[src/verilog/i2c_pkg.sv]
`default_nettype none

package i2c_pkg;

	// bus addressing
	localparam logic [6:0] SLAVE_ADDR = 7'h48; // device address of the memory slave
	localparam int MEM_DEPTH = 16; // bytes held by the slave
	localparam int MEM_AW = $clog2(MEM_DEPTH); // slave byte pointer width
	localparam logic [7:0] MEM_LIMIT = 8'(MEM_DEPTH); // first memory address refused

	// serial clock timing
	localparam int SCL_DIV = 4; // sclk cycles per scl quarter
	localparam int DIV_W = $clog2(SCL_DIV); // quarter divider width
	localparam logic [DIV_W-1:0] DIV_LAST = DIV_W'(SCL_DIV - 1); // end of a quarter

	// byte framing
	localparam int BIT_CNT_W = 3; // counts the 8 bits of a byte
	localparam logic [BIT_CNT_W-1:0] BIT_LAST = '1; // eighth bit of a byte

	// REG_CTRL bit positions
	localparam int CTRL_GO = 0; // write 1 to launch a transfer
	localparam int CTRL_BUSY = 0; // read side
	localparam int CTRL_NACK = 1;
	localparam int CTRL_DONE = 2; // done_seen flag

	// register map of the config block
	typedef enum logic [1:0]
	{
		REG_DEV = 2'd0, // {dev_addr, rw}
		REG_MEM = 2'd1, // memory address
		REG_DATA = 2'd2, // write data or read result
		REG_CTRL = 2'd3 // go on write, status on read
	} cfg_reg_e;

	// master sequencer, one state per bit group
	typedef enum logic [3:0]
	{
		MST_IDLE = 4'd0,
		MST_START = 4'd1,
		MST_DEV = 4'd2, // address and rw out
		MST_DEV_ACK = 4'd3,
		MST_MEM = 4'd4, // memory address out
		MST_MEM_ACK = 4'd5,
		MST_DATA = 4'd6, // byte out on write, in on read
		MST_DATA_ACK = 4'd7,
		MST_STOP = 4'd8
	} mst_state_e;

	// slave receiver states
	typedef enum logic [2:0]
	{
		SLV_WAIT_START = 3'd0,
		SLV_DEV = 3'd1,
		SLV_DEV_ACK = 3'd2,
		SLV_MEM = 3'd3,
		SLV_MEM_ACK = 3'd4,
		SLV_DATA = 3'd5,
		SLV_DATA_ACK = 3'd6
	} slv_state_e;

endpackage

`default_nettype wire

[src/verilog/i2c_cfg_regs.sv]
`timescale 1ns/1ps
`default_nettype none

module i2c_cfg_regs
(
	input wire sclk,
	input wire rst,
	input wire cfg_wr, // register write strobe
	input wire i2c_pkg::cfg_reg_e cfg_addr,
	input wire [7:0] cfg_wdata,
	output logic [7:0] cfg_rdata, // comb read mux
	input wire busy, // from master
	input wire done, // one cycle at end of transfer
	input wire nack_in, // valid with done
	input wire [7:0] rd_data, // valid with done
	output logic [6:0] dev_addr,
	output logic rw, // 1 = read
	output logic [7:0] mem_addr,
	output logic [7:0] wr_data,
	output logic start // one cycle launch pulse
);

	logic [7:0] dev_reg; // {dev_addr, rw}
	logic [7:0] mem_reg;
	logic [7:0] data_reg; // write byte, overwritten by a read result
	logic nack_flag; // status of last transfer
	logic done_seen; // set on done, cleared by next start
	logic go_wr; // control write asking for a transfer

	assign go_wr = cfg_wr && (cfg_addr == i2c_pkg::REG_CTRL) && cfg_wdata[i2c_pkg::CTRL_GO];

	always_ff @(posedge sclk)
	begin
		if (rst)
		begin
			dev_reg <= '0;
			mem_reg <= '0;
			data_reg <= '0;
			nack_flag <= 1'b0;
			done_seen <= 1'b0;
			start <= 1'b0;
		end
		else
		begin
			// busy rises a cycle late so a pulse in flight also blocks
			start <= go_wr && !busy && !start;
			if (cfg_wr)
			begin
				case (cfg_addr)
					i2c_pkg::REG_DEV: dev_reg <= cfg_wdata;
					i2c_pkg::REG_MEM: mem_reg <= cfg_wdata;
					i2c_pkg::REG_DATA: data_reg <= cfg_wdata;
					default: ; // ctrl has no storage
				endcase
			end
			if (start)
			begin
				done_seen <= 1'b0; // new transfer
				nack_flag <= 1'b0;
			end
			if (done)
			begin
				done_seen <= 1'b1;
				nack_flag <= nack_in;
				if (rw && !nack_in)
					data_reg <= rd_data; // keep write byte on writes and failed reads
			end
		end
	end

	always_comb
	begin
		cfg_rdata = '0;
		case (cfg_addr)
			i2c_pkg::REG_DEV: cfg_rdata = dev_reg;
			i2c_pkg::REG_MEM: cfg_rdata = mem_reg;
			i2c_pkg::REG_DATA: cfg_rdata = data_reg;
			i2c_pkg::REG_CTRL:
			begin
				cfg_rdata[i2c_pkg::CTRL_BUSY] = busy;
				cfg_rdata[i2c_pkg::CTRL_NACK] = nack_flag;
				cfg_rdata[i2c_pkg::CTRL_DONE] = done_seen;
			end
			default: cfg_rdata = '0;
		endcase
	end

	assign dev_addr = dev_reg[7:1];
	assign rw = dev_reg[0];
	assign mem_addr = mem_reg;
	assign wr_data = data_reg;

endmodule

`default_nettype wire

[src/verilog/i2c_master.sv]
`timescale 1ns/1ps
`default_nettype none

module i2c_master
(
	input wire sclk,
	input wire rst,
	input wire start, // launch pulse, only seen in idle
	input wire [6:0] dev_addr,
	input wire rw, // 1 = read
	input wire [7:0] mem_addr,
	input wire [7:0] wr_data,
	input wire sda_in, // resolved bus line
	output logic scl,
	output logic sda_low, // pull-low enable
	output logic busy,
	output logic done, // one cycle
	output logic nack, // valid with done
	output logic [7:0] rd_data // valid with done
);

	i2c_pkg::mst_state_e state;
	logic [i2c_pkg::DIV_W-1:0] div_cnt; // sclk count inside a quarter
	logic [1:0] phase; // quarter of the bit, scl high in 2 and 3
	logic tick; // last cycle of a quarter
	logic bit_end; // last cycle of a bit
	logic sample; // scl rises on this edge
	logic [i2c_pkg::BIT_CNT_W-1:0] bit_cnt;
	logic [7:0] tx_shift; // msb goes on the line
	logic [7:0] rx_shift;
	logic [7:0] mem_q; // held for the second byte
	logic [7:0] wr_q; // held for the third byte
	logic rd_mode;
	logic ack_bit; // sda seen at the last rising edge

	assign tick = (div_cnt == i2c_pkg::DIV_LAST);
	assign bit_end = tick && (phase == 2'd3);
	assign sample = tick && (phase == 2'd1);
	assign rd_data = rx_shift;

	// quarter divider, parked while idle so a transfer starts at phase 0
	always_ff @(posedge sclk)
	begin
		if (rst)
		begin
			div_cnt <= '0;
			phase <= 2'd0;
		end
		else if (state == i2c_pkg::MST_IDLE)
		begin
			div_cnt <= '0;
			phase <= 2'd0;
		end
		else if (tick)
		begin
			div_cnt <= '0;
			phase <= phase + 2'd1;
		end
		else
			div_cnt <= div_cnt + 1'b1;
	end

	// line drive decoded from state and quarter
	always_comb
	begin
		scl = phase[1];
		sda_low = 1'b0; // ack bits released, read nack too
		case (state)
			i2c_pkg::MST_IDLE: scl = 1'b1;
			i2c_pkg::MST_START:
			begin
				scl = 1'b1;
				sda_low = phase[1]; // sda falls with scl high
			end
			i2c_pkg::MST_DEV: sda_low = ~tx_shift[7];
			i2c_pkg::MST_MEM: sda_low = ~tx_shift[7];
			i2c_pkg::MST_DATA: sda_low = ~tx_shift[7] & ~rd_mode; // slave drives on read
			i2c_pkg::MST_STOP: sda_low = (phase != 2'd3); // sda rises with scl high
			default: sda_low = 1'b0;
		endcase
	end

	always_ff @(posedge sclk)
	begin
		if (rst)
		begin
			state <= i2c_pkg::MST_IDLE;
			busy <= 1'b0;
			done <= 1'b0;
			nack <= 1'b0;
			bit_cnt <= '0;
			tx_shift <= '0;
			rx_shift <= '0;
			mem_q <= '0;
			wr_q <= '0;
			rd_mode <= 1'b0;
			ack_bit <= 1'b0;
		end
		else
		begin
			done <= 1'b0;
			if (sample)
			begin
				ack_bit <= sda_in;
				if (state == i2c_pkg::MST_DATA && rd_mode)
					rx_shift <= {rx_shift[6:0], sda_in}; // msb first
			end
			case (state)
				i2c_pkg::MST_IDLE:
				if (start)
				begin
					state <= i2c_pkg::MST_START;
					busy <= 1'b1;
					nack <= 1'b0;
					bit_cnt <= '0;
					tx_shift <= {dev_addr, rw};
					mem_q <= mem_addr;
					wr_q <= wr_data;
					rd_mode <= rw;
				end
				i2c_pkg::MST_START:
				if (bit_end)
					state <= i2c_pkg::MST_DEV;
				i2c_pkg::MST_DEV, i2c_pkg::MST_MEM, i2c_pkg::MST_DATA:
				if (bit_end)
				begin
					tx_shift <= {tx_shift[6:0], 1'b0};
					bit_cnt <= bit_cnt + 1'b1; // wraps to 0 for the next byte
					if (bit_cnt == i2c_pkg::BIT_LAST)
						state <= (state == i2c_pkg::MST_DEV) ? i2c_pkg::MST_DEV_ACK :
							(state == i2c_pkg::MST_MEM) ? i2c_pkg::MST_MEM_ACK :
							i2c_pkg::MST_DATA_ACK;
				end
				i2c_pkg::MST_DEV_ACK, i2c_pkg::MST_MEM_ACK:
				if (bit_end)
				begin
					if (ack_bit)
					begin
						nack <= 1'b1; // nobody answered, abort
						state <= i2c_pkg::MST_STOP;
					end
					else
					begin
						tx_shift <= (state == i2c_pkg::MST_DEV_ACK) ? mem_q : wr_q;
						state <= (state == i2c_pkg::MST_DEV_ACK) ? i2c_pkg::MST_MEM :
							i2c_pkg::MST_DATA;
					end
				end
				i2c_pkg::MST_DATA_ACK:
				if (bit_end)
				begin
					nack <= ack_bit & ~rd_mode; // on read the high bit is our own nack
					state <= i2c_pkg::MST_STOP;
				end
				i2c_pkg::MST_STOP:
				if (bit_end)
				begin
					busy <= 1'b0;
					done <= 1'b1;
					state <= i2c_pkg::MST_IDLE;
				end
				default: state <= i2c_pkg::MST_IDLE;
			endcase
		end
	end

endmodule

`default_nettype wire

[src/verilog/i2c_slave_mem.sv]
`timescale 1ns/1ps
`default_nettype none

module i2c_slave_mem
(
	input wire sclk,
	input wire rst,
	input wire scl, // from master
	input wire sda_in, // resolved bus line
	output logic sda_low // pull-low enable
);

	i2c_pkg::slv_state_e state;
	logic [1:0] scl_sync; // two flop synchronizer
	logic [1:0] sda_sync;
	logic scl_p; // previous synced value
	logic sda_p;
	logic scl_rise;
	logic scl_fall;
	logic start_det; // sda falls with scl high
	logic stop_det; // sda rises with scl high
	logic [i2c_pkg::BIT_CNT_W-1:0] bit_cnt;
	logic [7:0] rx_shift;
	logic [7:0] tx_shift; // remaining read bits, msb next
	logic [i2c_pkg::MEM_AW-1:0] mem_ptr;
	logic rd_mode; // rw bit of this transfer
	logic [7:0] mem [i2c_pkg::MEM_DEPTH];

	always_ff @(posedge sclk)
	begin
		if (rst)
		begin
			scl_sync <= 2'b11; // idle bus is high
			sda_sync <= 2'b11;
			scl_p <= 1'b1;
			sda_p <= 1'b1;
		end
		else
		begin
			scl_sync <= {scl_sync[0], scl};
			sda_sync <= {sda_sync[0], sda_in};
			scl_p <= scl_sync[1];
			sda_p <= sda_sync[1];
		end
	end

	assign scl_rise = scl_sync[1] & ~scl_p;
	assign scl_fall = ~scl_sync[1] & scl_p;
	assign start_det = scl_sync[1] & scl_p & sda_p & ~sda_sync[1];
	assign stop_det = scl_sync[1] & scl_p & ~sda_p & sda_sync[1];

	// sampling on scl rise, driving on scl fall
	// in the ack states sda_low tells the first fall from the second
	always_ff @(posedge sclk)
	begin
		if (rst)
		begin
			state <= i2c_pkg::SLV_WAIT_START;
			sda_low <= 1'b0;
			bit_cnt <= '0;
			rx_shift <= '0;
			tx_shift <= '0;
			mem_ptr <= '0;
			rd_mode <= 1'b0;
			for (int i = 0; i < i2c_pkg::MEM_DEPTH; i++)
				mem[i] <= '0;
		end
		else if (stop_det)
		begin
			state <= i2c_pkg::SLV_WAIT_START;
			sda_low <= 1'b0;
		end
		else if (start_det)
		begin
			state <= i2c_pkg::SLV_DEV; // also restarts a transfer in progress
			sda_low <= 1'b0;
			bit_cnt <= '0;
		end
		else
		begin
			case (state)
				i2c_pkg::SLV_WAIT_START: bit_cnt <= '0;
				i2c_pkg::SLV_DEV, i2c_pkg::SLV_MEM:
				if (scl_rise)
				begin
					rx_shift <= {rx_shift[6:0], sda_sync[1]};
					bit_cnt <= bit_cnt + 1'b1;
					if (bit_cnt == i2c_pkg::BIT_LAST)
						state <= (state == i2c_pkg::SLV_DEV) ? i2c_pkg::SLV_DEV_ACK :
							i2c_pkg::SLV_MEM_ACK;
				end
				i2c_pkg::SLV_DEV_ACK:
				if (scl_fall)
				begin
					if (sda_low)
					begin
						sda_low <= 1'b0; // end of ack bit
						state <= i2c_pkg::SLV_MEM;
					end
					else if (rx_shift[7:1] == i2c_pkg::SLAVE_ADDR)
					begin
						sda_low <= 1'b1;
						rd_mode <= rx_shift[0];
					end
					else
						state <= i2c_pkg::SLV_WAIT_START; // not ours, stay silent
				end
				i2c_pkg::SLV_MEM_ACK:
				if (scl_fall)
				begin
					if (sda_low)
					begin
						state <= i2c_pkg::SLV_DATA;
						sda_low <= rd_mode & ~mem[mem_ptr][7]; // first read bit
						tx_shift <= {mem[mem_ptr][6:0], 1'b0};
					end
					else if (rx_shift < i2c_pkg::MEM_LIMIT)
					begin
						sda_low <= 1'b1;
						mem_ptr <= rx_shift[i2c_pkg::MEM_AW-1:0];
					end
					else
						state <= i2c_pkg::SLV_WAIT_START; // out of range
				end
				i2c_pkg::SLV_DATA:
				if (scl_rise)
				begin
					rx_shift <= {rx_shift[6:0], sda_sync[1]};
					bit_cnt <= bit_cnt + 1'b1;
					if (bit_cnt == i2c_pkg::BIT_LAST)
						state <= i2c_pkg::SLV_DATA_ACK;
				end
				else if (scl_fall && rd_mode)
				begin
					sda_low <= ~tx_shift[7];
					tx_shift <= {tx_shift[6:0], 1'b0};
				end
				i2c_pkg::SLV_DATA_ACK:
				if (scl_fall)
				begin
					if (!rd_mode && !sda_low)
					begin
						mem[mem_ptr] <= rx_shift; // commit and ack
						sda_low <= 1'b1;
					end
					else
					begin
						sda_low <= 1'b0; // read leaves the ack bit to the master
						state <= i2c_pkg::SLV_WAIT_START;
					end
				end
				default: state <= i2c_pkg::SLV_WAIT_START;
			endcase
		end
	end

endmodule

`default_nettype wire

[src/verilog/i2c_top.sv]
`timescale 1ns/1ps
`default_nettype none

module i2c_top
(
	input wire sclk,
	input wire rst,
	input wire cfg_wr,
	input wire i2c_pkg::cfg_reg_e cfg_addr,
	input wire [7:0] cfg_wdata,
	output logic [7:0] cfg_rdata,
	output logic busy,
	output logic done,
	output logic nack,
	output logic scl,
	output logic sda // resolved open drain line
);

	logic [6:0] dev_addr;
	logic rw;
	logic [7:0] mem_addr;
	logic [7:0] wr_data;
	logic [7:0] rd_data;
	logic start;
	logic m_sda_low; // master pull-low
	logic s_sda_low; // slave pull-low

	// wired-AND with pull-up
	assign sda = ~(m_sda_low | s_sda_low);

	i2c_cfg_regs i2c_cfg_regs_inst
	(
		.sclk(sclk),
		.rst(rst),
		.cfg_wr(cfg_wr),
		.cfg_addr(cfg_addr),
		.cfg_wdata(cfg_wdata),
		.cfg_rdata(cfg_rdata),
		.busy(busy),
		.done(done),
		.nack_in(nack),
		.rd_data(rd_data),
		.dev_addr(dev_addr),
		.rw(rw),
		.mem_addr(mem_addr),
		.wr_data(wr_data),
		.start(start)
	);

	i2c_master i2c_master_inst
	(
		.sclk(sclk),
		.rst(rst),
		.start(start),
		.dev_addr(dev_addr),
		.rw(rw),
		.mem_addr(mem_addr),
		.wr_data(wr_data),
		.sda_in(sda),
		.scl(scl),
		.sda_low(m_sda_low),
		.busy(busy),
		.done(done),
		.nack(nack),
		.rd_data(rd_data)
	);

	i2c_slave_mem i2c_slave_mem_inst
	(
		.sclk(sclk),
		.rst(rst),
		.scl(scl),
		.sda_in(sda),
		.sda_low(s_sda_low)
	);

endmodule

`default_nettype wire

[config.mk]
export PLATFORM = sky130hd
export DESIGN_NAME = i2c_top
export DESIGN_NICKNAME = d
export VERILOG_FILES = /design/src/verilog/i2c_pkg.sv /design/src/verilog/i2c_cfg_regs.sv /design/src/verilog/i2c_master.sv /design/src/verilog/i2c_slave_mem.sv /design/src/verilog/i2c_top.sv
export SDC_FILE = /design/constraint.sdc
export NUM_CORES = 1
export LEC_CHECK = 0
export BUFFER_PORTS_ARGS = -buffer_cell sky130_fd_sc_hd__buf_2
export CAP_MARGIN = 10
export CELL_PAD_IN_SITES_DETAIL_PLACEMENT = 1
export CELL_PAD_IN_SITES_GLOBAL_PLACEMENT = 2
export CORE_ASPECT_RATIO = 0.5
export CORE_MARGIN = 1
export CORE_UTILIZATION = 43
export DETAILED_ROUTE_END_ITERATION = 8
export PLACE_DENSITY_LB_ADDON = 0.1
export SYNTH_ARGS = -nofsm -noshare
export SYNTH_HDL_FRONTEND = slang
export SYNTH_SLANG_ARGS = --single-unit
[constraint.sdc]
create_clock -name sclk -period 2.6 [get_ports sclk]
set_input_delay 0.13 -clock sclk [delete_from_list [all_inputs] [get_ports sclk]]
set_output_delay 0.13 -clock sclk [all_outputs]
set_load 0.01 [all_outputs]
==> results of run 1 <==
-- what timing repair did --
action,CTS,global route
hold buffers,10,0
resized for setup,1,0
setup buffers,0,0
endpoints found under the setup margin,1,0
hold endpoints to repair,28,0
-- path summary, 6_finish.rpt --
path                                    endpoint  slack [ps]                            from  depth (start not counted)
hold reg to reg   i2c_slave_mem_inst.scl_sync[1]         410  i2c_slave_mem_inst.scl_sync[0]                          1
hold / removal           i2c_cfg_regs_inst.start          80                     cfg_addr[1]                          2
setup reg to reg      i2c_slave_mem_inst.sda_low         240                            flop                          6
setup / recovery                             sda         120        i2c_master_inst.state[3]                          4
-- layout make-up --
| class | instances | share of cell area [%] |
|---|---|---|
| flip-flops and latches | 240 | 48.8 |
| multi-input cells | 673 | 37.2 |
| clock buffers | 34 | 5.11 |
| repair buffers | 79 | 4.48 |
| well taps | 344 | 3.45 |
| clock inverters | 7 | 0.703 |
| inverters | 8 | 0.241 |
-- cells in the mapped netlist, types with 3 or more instances --
cell type	n	share of area, %
and2_1	129	7.3
edfxtp_1	128	35
dfxtp_1	112	20
nor2_1	91	3.1
mux2i_1	77	7.0
nand2_1	75	2.5
clkbuf_1	50	1.7
a21oi_1	36	1.6
or2_2	25	1.4
nand3_1	24	1.1
mux4_2	22	4.5
nor2b_1	22	1.2
nand3b_1	19	1.3
a22oi_1	16	1.1
o21ai_0	16	0.73
a211oi_1	11	0.75
nor3_1	11	0.50
buf_2	10	0.45
a311oi_1	9	0.71
a2111oi_0	8	0.63
inv_1	8	0.27
nand2b_1	8	0.45
buf_1	7	0.24
ha_1	7	0.79
a221o_1	6	0.54
a221oi_1	5	0.40
nor3b_1	5	0.34
or3_1	4	0.23
a31oi_1	3	0.17
buf_6	3	0.31
or4_1	3	0.20
-- worst max-delay path, stage by stage (launching register included) --
cell and delay (ps):
dfxtp_1 630, nand2b_1 400, o22ai_1 160, a221oi_2 420, buf_2 210
-- power by group through the flow --
stage / logic [mW] / clock network [mW] / registers, mW
floorplan: 0.331 / 0 / 4.18
global placement: 0.409 / 0 / 4.23
detailed placement: 0.422 / 0 / 4.24
CTS: 0.434 / 3.45 / 4.15
global route: 0.479 / 3.58 / 4.16
finish: 0.432 / 3.36 / 4.15
-- metal layers --
| metal | part of all wire, % | track usage, % | vias to the layer above |
|---|---|---|---|
| met4 | 1.2 | 3.85 | 0 |
| met1 | 47 | 30.6 | 3887 |
| met3 | 3.0 | 3.72 | 25 |
| li1 | - | - | 3626 |
| met2 | 48 | 40.2 | 105 |
| met5 | 0 | 0 | - |
-- per-stage QoR --
stage | area (sq um) | setup slack [ps] | hold WS (ps) | instances
finish | 12500 | 122 | 84.5 | 1385
global route | 12500 | 8.66 | 79.4 | 1385
CTS | 12500 | 94.8 | 55.3 | 1385
detailed placement | 11600 | 220 | 388 | 1334
global placement | 11600 | 214 | 391 | 1334
floorplan | 11000 | 446 | 274 | 991
-- cells by family after synthesis --
group | share of synthesized area, %
xor+xnor | 0.238
simple gates | 21.3
mux | 11.6
compound gates | 7.91
flops | 55.1
fa+ha+maj | 0.884
buf+inv | 2.97
==> results.toml, run 1 <==
[run_status]
status = "completed"

[floorplan]
die_w_um = 229
die_y_um = 115
rows = 41
die-area_sq_mm = 0.0264
io_pins = 26
initial_utilization_pct = 43.8
core_sq_mm = 0.0252

[routing]
route.detailed.drc = 0
wl_per_cell_um = 21.6
vias_per_cell = 5.52
wl_mm = 29.9
dr.pass1.iters = 4
vias = 7643
drtIter0Drc = 494
ant_nets = 0

[yosys]
synth_warnings = 0
synth.distinct_cells = 61
avgSynthCellArea_sq_um = 11.1
ys_seq_area_share_pct = 55.1
synth-async-reset-ratio_pct = 0
ys_ff_latch = 240
synth_edf_count = 128
yosys_most_used_dff = "edfxtp_1"
synth_area_sq_mm = 0.0110
syn_nets = 1011
syn-instance-count = 991

[cts]
cts.sinks = 240
clkSlewWorstSetupHoldPaths_ps = 60
cts_buffers = 23
cts_tree = "yes"
clock_latency_ps = 530
clock_path_buffers = 3
cts_max_level = 1
cts_root_buffer = "clkbuf_16"

[timing]
fin_crit_ps = 2480
tightest_slew_ps = 873
max_freq_mhz = 403
rsz0062_at_grt = "no"
timing.final.crit_share_pct = 95.3
drv_slew = 0
setup_tns_ps = 0
slew_headroom_pct = 41.8
hold_viol = 0
finalClockSkew_ps = 16.2
setup_viol_count_final = 0

[place]
dp_hpwl_mm = 20.1
portBuffers = 25
routabilityCongestion = 0.814

[layout]
largest_reg_flops = 128
utilization_pct = 49.5
layout_common_cells = "and2_1 (129), edfxtp_1 (128), dfxtp_1 (111)"
fillCellCount = 2688
final_common_cell = "and2_1"
area_growth_syn_to_layout_pct = 12.9
seqCellArea_sq_mm = 0.00609
antennaDiodeCount = 0
multi_input_area_sq_mm = 0.00463
nNetsFinal = 1045
drive_gt1_share_pct = 15.1

[pwr]
p_seq_share_pct = 52.3
p_leak_nw = 4.63
power_density_mw_per_mm2 = 637
power.total_mw = 7.94
clockPowerShare_pct = 42.3
vdd_ir_drop_max_mv = 0.386
p_int_mw = 6.14
comb_power_share_pct = 5.4
switching_share_pct = 22.7
p_switching_mw = 1.80

[grt]
grtUsageTotal_pct = 22.9
grt_max_degree = 79
grt_pass1_wl_mm = 46.1
grt_pass1_vias = 7898
antenna_found_initial = 0
overflow = 0

[run]
drv_cap = 0

[worst_setup_path]
arrival_ps = 2350
worstPathMaxFanout = 15
endpoint_kind = "output pin"
worstPathRequired_ps = 2470
crit_type = "reg -> out"
start_kind = "flop"

[min_path]
hold_path.class = "in -> reg"
No activity file was read; power rests on OpenSTA's default activity.
==> run 2: changes to the inputs <==
Settings changed: CORE_ASPECT_RATIO 0.5 to default, REMOVE_ABC_BUFFERS from default to 1.
==> results.toml, run 2 (same netlist as run 1, synthesis figures left out) <==
[worst_setup_path]
endpoint_kind = "output pin"
crit_type = "reg -> out"
r2r-start = "i2c_slave_mem_inst.rd_mode"
cp_slowest_cell = "nor2_1"
crit_buf_inv = 2
path_depth = 5
worstPathMaxFanout = 11
worstSetupStartpoint = "i2c_master_inst.state[1]"
start_kind = "flop"
max_stage_delay_ps = 540
worstPathRequired_ps = 2470
crit_family = "simple AND/OR/NAND/NOR gates"
path_cells = "nor2_1 > nor4_1 > a221oi_1 > buf_4 > buf_2"
arrival_ps = 2210
worst_r2r_path_depth = 5

[routing]
wl_per_cell_um = 20.7
vias = 7559
vias_per_cell = 5.49
drtIter0Drc = 344
route.detailed.drc = 0
wl_mm = 28.5
dr.pass1.iters = 4
ant_nets = 0

[layout]
fillCellCount = 2655
instances_no_fill = 1378
area_growth_syn_to_layout_pct = 13.3
antennaDiodeCount = 0
drive_gt1_share_pct = 14.9
layout_common_cells = "and2_1 (129), edfxtp_1 (128), dfxtp_1 (110)"
seqCellArea_sq_mm = 0.00609
multi_input_area_sq_mm = 0.00464
largest_reg_flops = 128
nNetsFinal = 1048
final_common_cell = "and2_1"

[run]
drv_cap = 0

[min_path]
min-delay-start = "cfg_addr[1]"
hold_path.class = "in -> reg"
min_path_cells = 2

[floorplan]
die_y_um = 162
rows = 58
initial_utilization_pct = 43.8
die_w_um = 162
core_sq_mm = 0.0252
io_pins = 26
die-area_sq_mm = 0.0263

[timing]
timing.final.crit_share_pct = 90.0
whs_ps = 65.9
hold_viol = 0
setup_tns_ps = 0
finalClockSkew_ps = 12.8
fin_crit_ps = 2340
max_freq_mhz = 427
setup_viol_count_final = 0
drv_slew = 0
slew_headroom_pct = 44.7
rsz0062_at_grt = "no"
tightest_slew_ps = 828

[place]
routabilityCongestion = 0.772
dp_hpwl_mm = 19.6
dp_cells = 1320
portBuffers = 25

[pwr]
p_leak_nw = 4.66
power.total_mw = 8.03
power_density_mw_per_mm2 = 641
switching_share_pct = 22.2
p_switching_mw = 1.78
vdd_ir_drop_max_mv = 0.443
comb_power_share_pct = 5.3
clockPowerShare_pct = 43.0
p_int_mw = 6.25
p_seq_share_pct = 51.7

[grt]
antenna_found_initial = 0
grt_pass1_vias = 7764
grt_pass1_wl_mm = 44.5
grtUsageTotal_pct = 22.1
overflow = 0
grt_max_degree = 70

[run_status]
status = "completed"

[cts]
clock_latency_ps = 520
cts_buffers = 27
clock_path_buffers = 3
clkSlewWorstSetupHoldPaths_ps = 60
cts.sinks = 240
cts_root_buffer = "clkbuf_16"
cts_max_level = 1
cts_tree = "yes"
==> run 2: changes by cell type in the layout (fill, tap and decap cells not counted), sizes merged <==
cell	change
dlygate4sd3	-1
bufinv	-1
clkbuf	+3
clkinv	+7
inv	-1
==> run 2: cell type report <==
| cell class | instances | share of cell area [%] |
|---|---|---|
| flip-flops and latches | 240 | 48.6 |
| inverters | 8 | 0.240 |
| repair buffers | 78 | 4.48 |
| clock buffers | 37 | 5.70 |
| well taps | 330 | 3.30 |
| clock inverters | 12 | 0.590 |
| multi-input cells | 673 | 37.0 |
==> run 2: metal layers <==
layer	vias up	global-route usage, %	wire length (um)
li1	3634	-	-
met2	121	40.1	14600
met3	18	3.19	1120
met5	-	0	0
met4	0	4.33	259
met1	3786	27.9	12400
==> run 2: per-stage QoR <==
step | instance area, sq um | setup slack, ps | util [%]
CTS | 12500 | 30.8 | 49.7
global route | 12500 | 164 | 49.7
floorplan | 10700 | -273 | -
global placement | 11600 | 267 | 46.2
finish | 12500 | 260 | 49.7
detailed placement | 11600 | 171 | 46.2
==> run 2: repair_timing <==
| item | CTS | global route |
|---|---|---|
| hold buffers | 9 | 0 |
| endpoints found under the hold margin | 25 | 0 |
| endpoints found under the setup margin | 0 | 7 |
| gates resized for setup | 0 | 2 |
| buffers inserted | 0 | 0 |
==> run 2: worst paths after layout <==
| kind | to | slack [ps] |
|---|---|---|
| max reg2reg | i2c_slave_mem_inst.mem[2][0] | 340 |
| min reg2reg | i2c_slave_mem_inst.scl_sync[1] | 410 |
| min | i2c_cfg_regs_inst.start | 70 |
| max | sda | 260 |
==> run 2: worst register-to-register path, cell delays in order, from the launching register on <==
cell and delay, ps:
dfxtp_1 340, or3_1 440, nor4_4 390, nand3b_1 270, nor3_1 240, or2_2 280
==> run 2: power by group through the flow <==
stage          Combinational, mW  Sequential, mW  Clock [mW]
2_1_floorplan              0.265            4.21           0
4_1_cts                    0.428            4.15        3.56
5_1_grt                    0.473            4.16        3.68
3_3_place_gp               0.417            4.23           0
3_5_place_dp               0.416            4.23           0
6_report                   0.423            4.15        3.45
==> run 3: changes to the inputs <==
Settings changed: CORE_ASPECT_RATIO from default to 1.4.
==> results.toml, run 3 (same netlist as run 1, synthesis figures left out) <==
[timing]
slew_headroom_pct = 37.2
finalClockSkew_ps = 7.16
tightest_slew_ps = 941
drv_slew = 0
hold_viol = 0
rsz0062_at_grt = "no"
max_freq_mhz = 435
timing.final.crit_share_pct = 88.4
fin_crit_ps = 2300
setup_viol_count_final = 0
whs_ps = 35.7
setup_tns_ps = 0
setup_slack_ps = 300

[routing]
vias = 7598
wl_per_cell_um = 21.8
drtIter0Drc = 201
dr.pass1.iters = 4
wl_mm = 29.6
route.detailed.drc = 0
ant_nets = 0
vias_per_cell = 5.59

[min_path]
hold_path.class = "in -> reg"
min-delay-start = "cfg_wr"

[cts]
cts.sinks = 240
cts_tree = "yes"
cts_root_buffer = "clkbuf_16"
cts_buffers = 25
clkSlewWorstSetupHoldPaths_ps = 60
cts_max_level = 1
clock_path_buffers = 3
clock_latency_ps = 520

[worst_setup_path]
worstPathMaxFanout = 8
r2r-start = "i2c_slave_mem_inst.sda_low"
worstPathRequired_ps = 2810
start_kind = "flop"
endpoint_kind = "flop"
arrival_ps = 2510
worstSetupStartpoint = "i2c_slave_mem_inst.sda_low"
crit_type = "reg -> reg"

[grt]
grt_max_degree = 72
antenna_found_initial = 0
grt_pass1_wl_mm = 46.2
grtUsageTotal_pct = 23.3
grt_pass1_vias = 8173
overflow = 0

[pwr]
vdd_ir_drop_max_mv = 0.513
comb_power_share_pct = 5.5
p_leak_nw = 4.63
p_int_mw = 6.13
p_switching_mw = 1.83
p_seq_share_pct = 52.2
switching_share_pct = 23.0
clockPowerShare_pct = 42.4
power_density_mw_per_mm2 = 638
power.total_mw = 7.96

[floorplan]
io_pins = 26
die_y_um = 192
rows = 69
die-area_sq_mm = 0.0263
die_w_um = 137
initial_utilization_pct = 43.7
core_sq_mm = 0.0253

[layout]
largest_reg_flops = 128
final_common_cell = "and2_1"
fillCellCount = 2684
nNetsFinal = 1043
antennaDiodeCount = 0
area_growth_syn_to_layout_pct = 12.8
multi_input_area_sq_mm = 0.00464
seqCellArea_sq_mm = 0.00609
drive_gt1_share_pct = 15.5
utilization_pct = 49.3
layout_common_cells = "and2_1 (129), edfxtp_1 (128), dfxtp_1 (110)"

[place]
portBuffers = 25
dp_slack_ps = 160
dp_hpwl_mm = 21.2
routabilityCongestion = 0.859

[run_status]
status = "completed"

[run]
drv_cap = 0
run 3: changes by cell type in the layout (fill, tap and decap cells not counted), sizes merged:
| cell | change |
|---|---|
| dlygate4sd3 | -1 |
| clkinv | -2 |
| clkbuf | -5 |
| clkinvlp | +2 |
| inv | +1 |
| buf | -2 |
run 3: path summary, 6_finish.rpt:
kind / end / slack [ps] / cells after the start
min: i2c_cfg_regs_inst.wr_data[4] / 40 / 3
max reg2reg: i2c_slave_mem_inst.mem[3][3] / 300 / 5
max: i2c_slave_mem_inst.mem[3][3] / 300 / 5
min reg2reg: i2c_slave_mem_inst.scl_sync[1] / 420 / 1
run 3: power groups by stage:
stage / clock network (mW) / logic [mW] / registers [mW]
floorplan: 0 / 0.265 / 4.21
global placement: 0 / 0.412 / 4.22
detailed placement: 0 / 0.428 / 4.23
CTS: 3.45 / 0.439 / 4.15
global route: 3.60 / 0.476 / 4.16
finish: 3.37 / 0.435 / 4.15
run 3: final cells by class:
type                    count  share of cell area (%)
clock buffers              32                    5.23
inverters                   8                   0.241
clock inverters            13                   0.844
multi-input cells         673                    37.2
flip-flops and latches    240                    48.9
well taps                 319                    3.20
repair buffers             75                    4.40
run 3: repair_timing:
action,CTS,global route
endpoints found under the hold margin,25,0
setup endpoints to repair,0,49
setup buffers,0,0
resized for setup,0,2
hold buffers,8,0
run 3: critical path, stage by stage (launching register included):
cell	delay, ps
dfxtp_1	400
or3_1	400
nor4_4	360
nand3b_1	300
nor2_1	250
or2_2	280
run 3: per-stage QoR:
step           std cells  area (sq um)
3_5_place_dp        1307         11600
4_1_cts             1360         12400
2_1_floorplan        921         10700
3_3_place_gp        1307         11600
5_1_grt             1360         12500
6_report            1360         12500
run 3: per-layer routing:
layer	GRT usage (%)	routed length, um
met1	24.5	11200
met5	0	0
met2	46.0	16600
met4	8.88	1070
met3	2.61	771
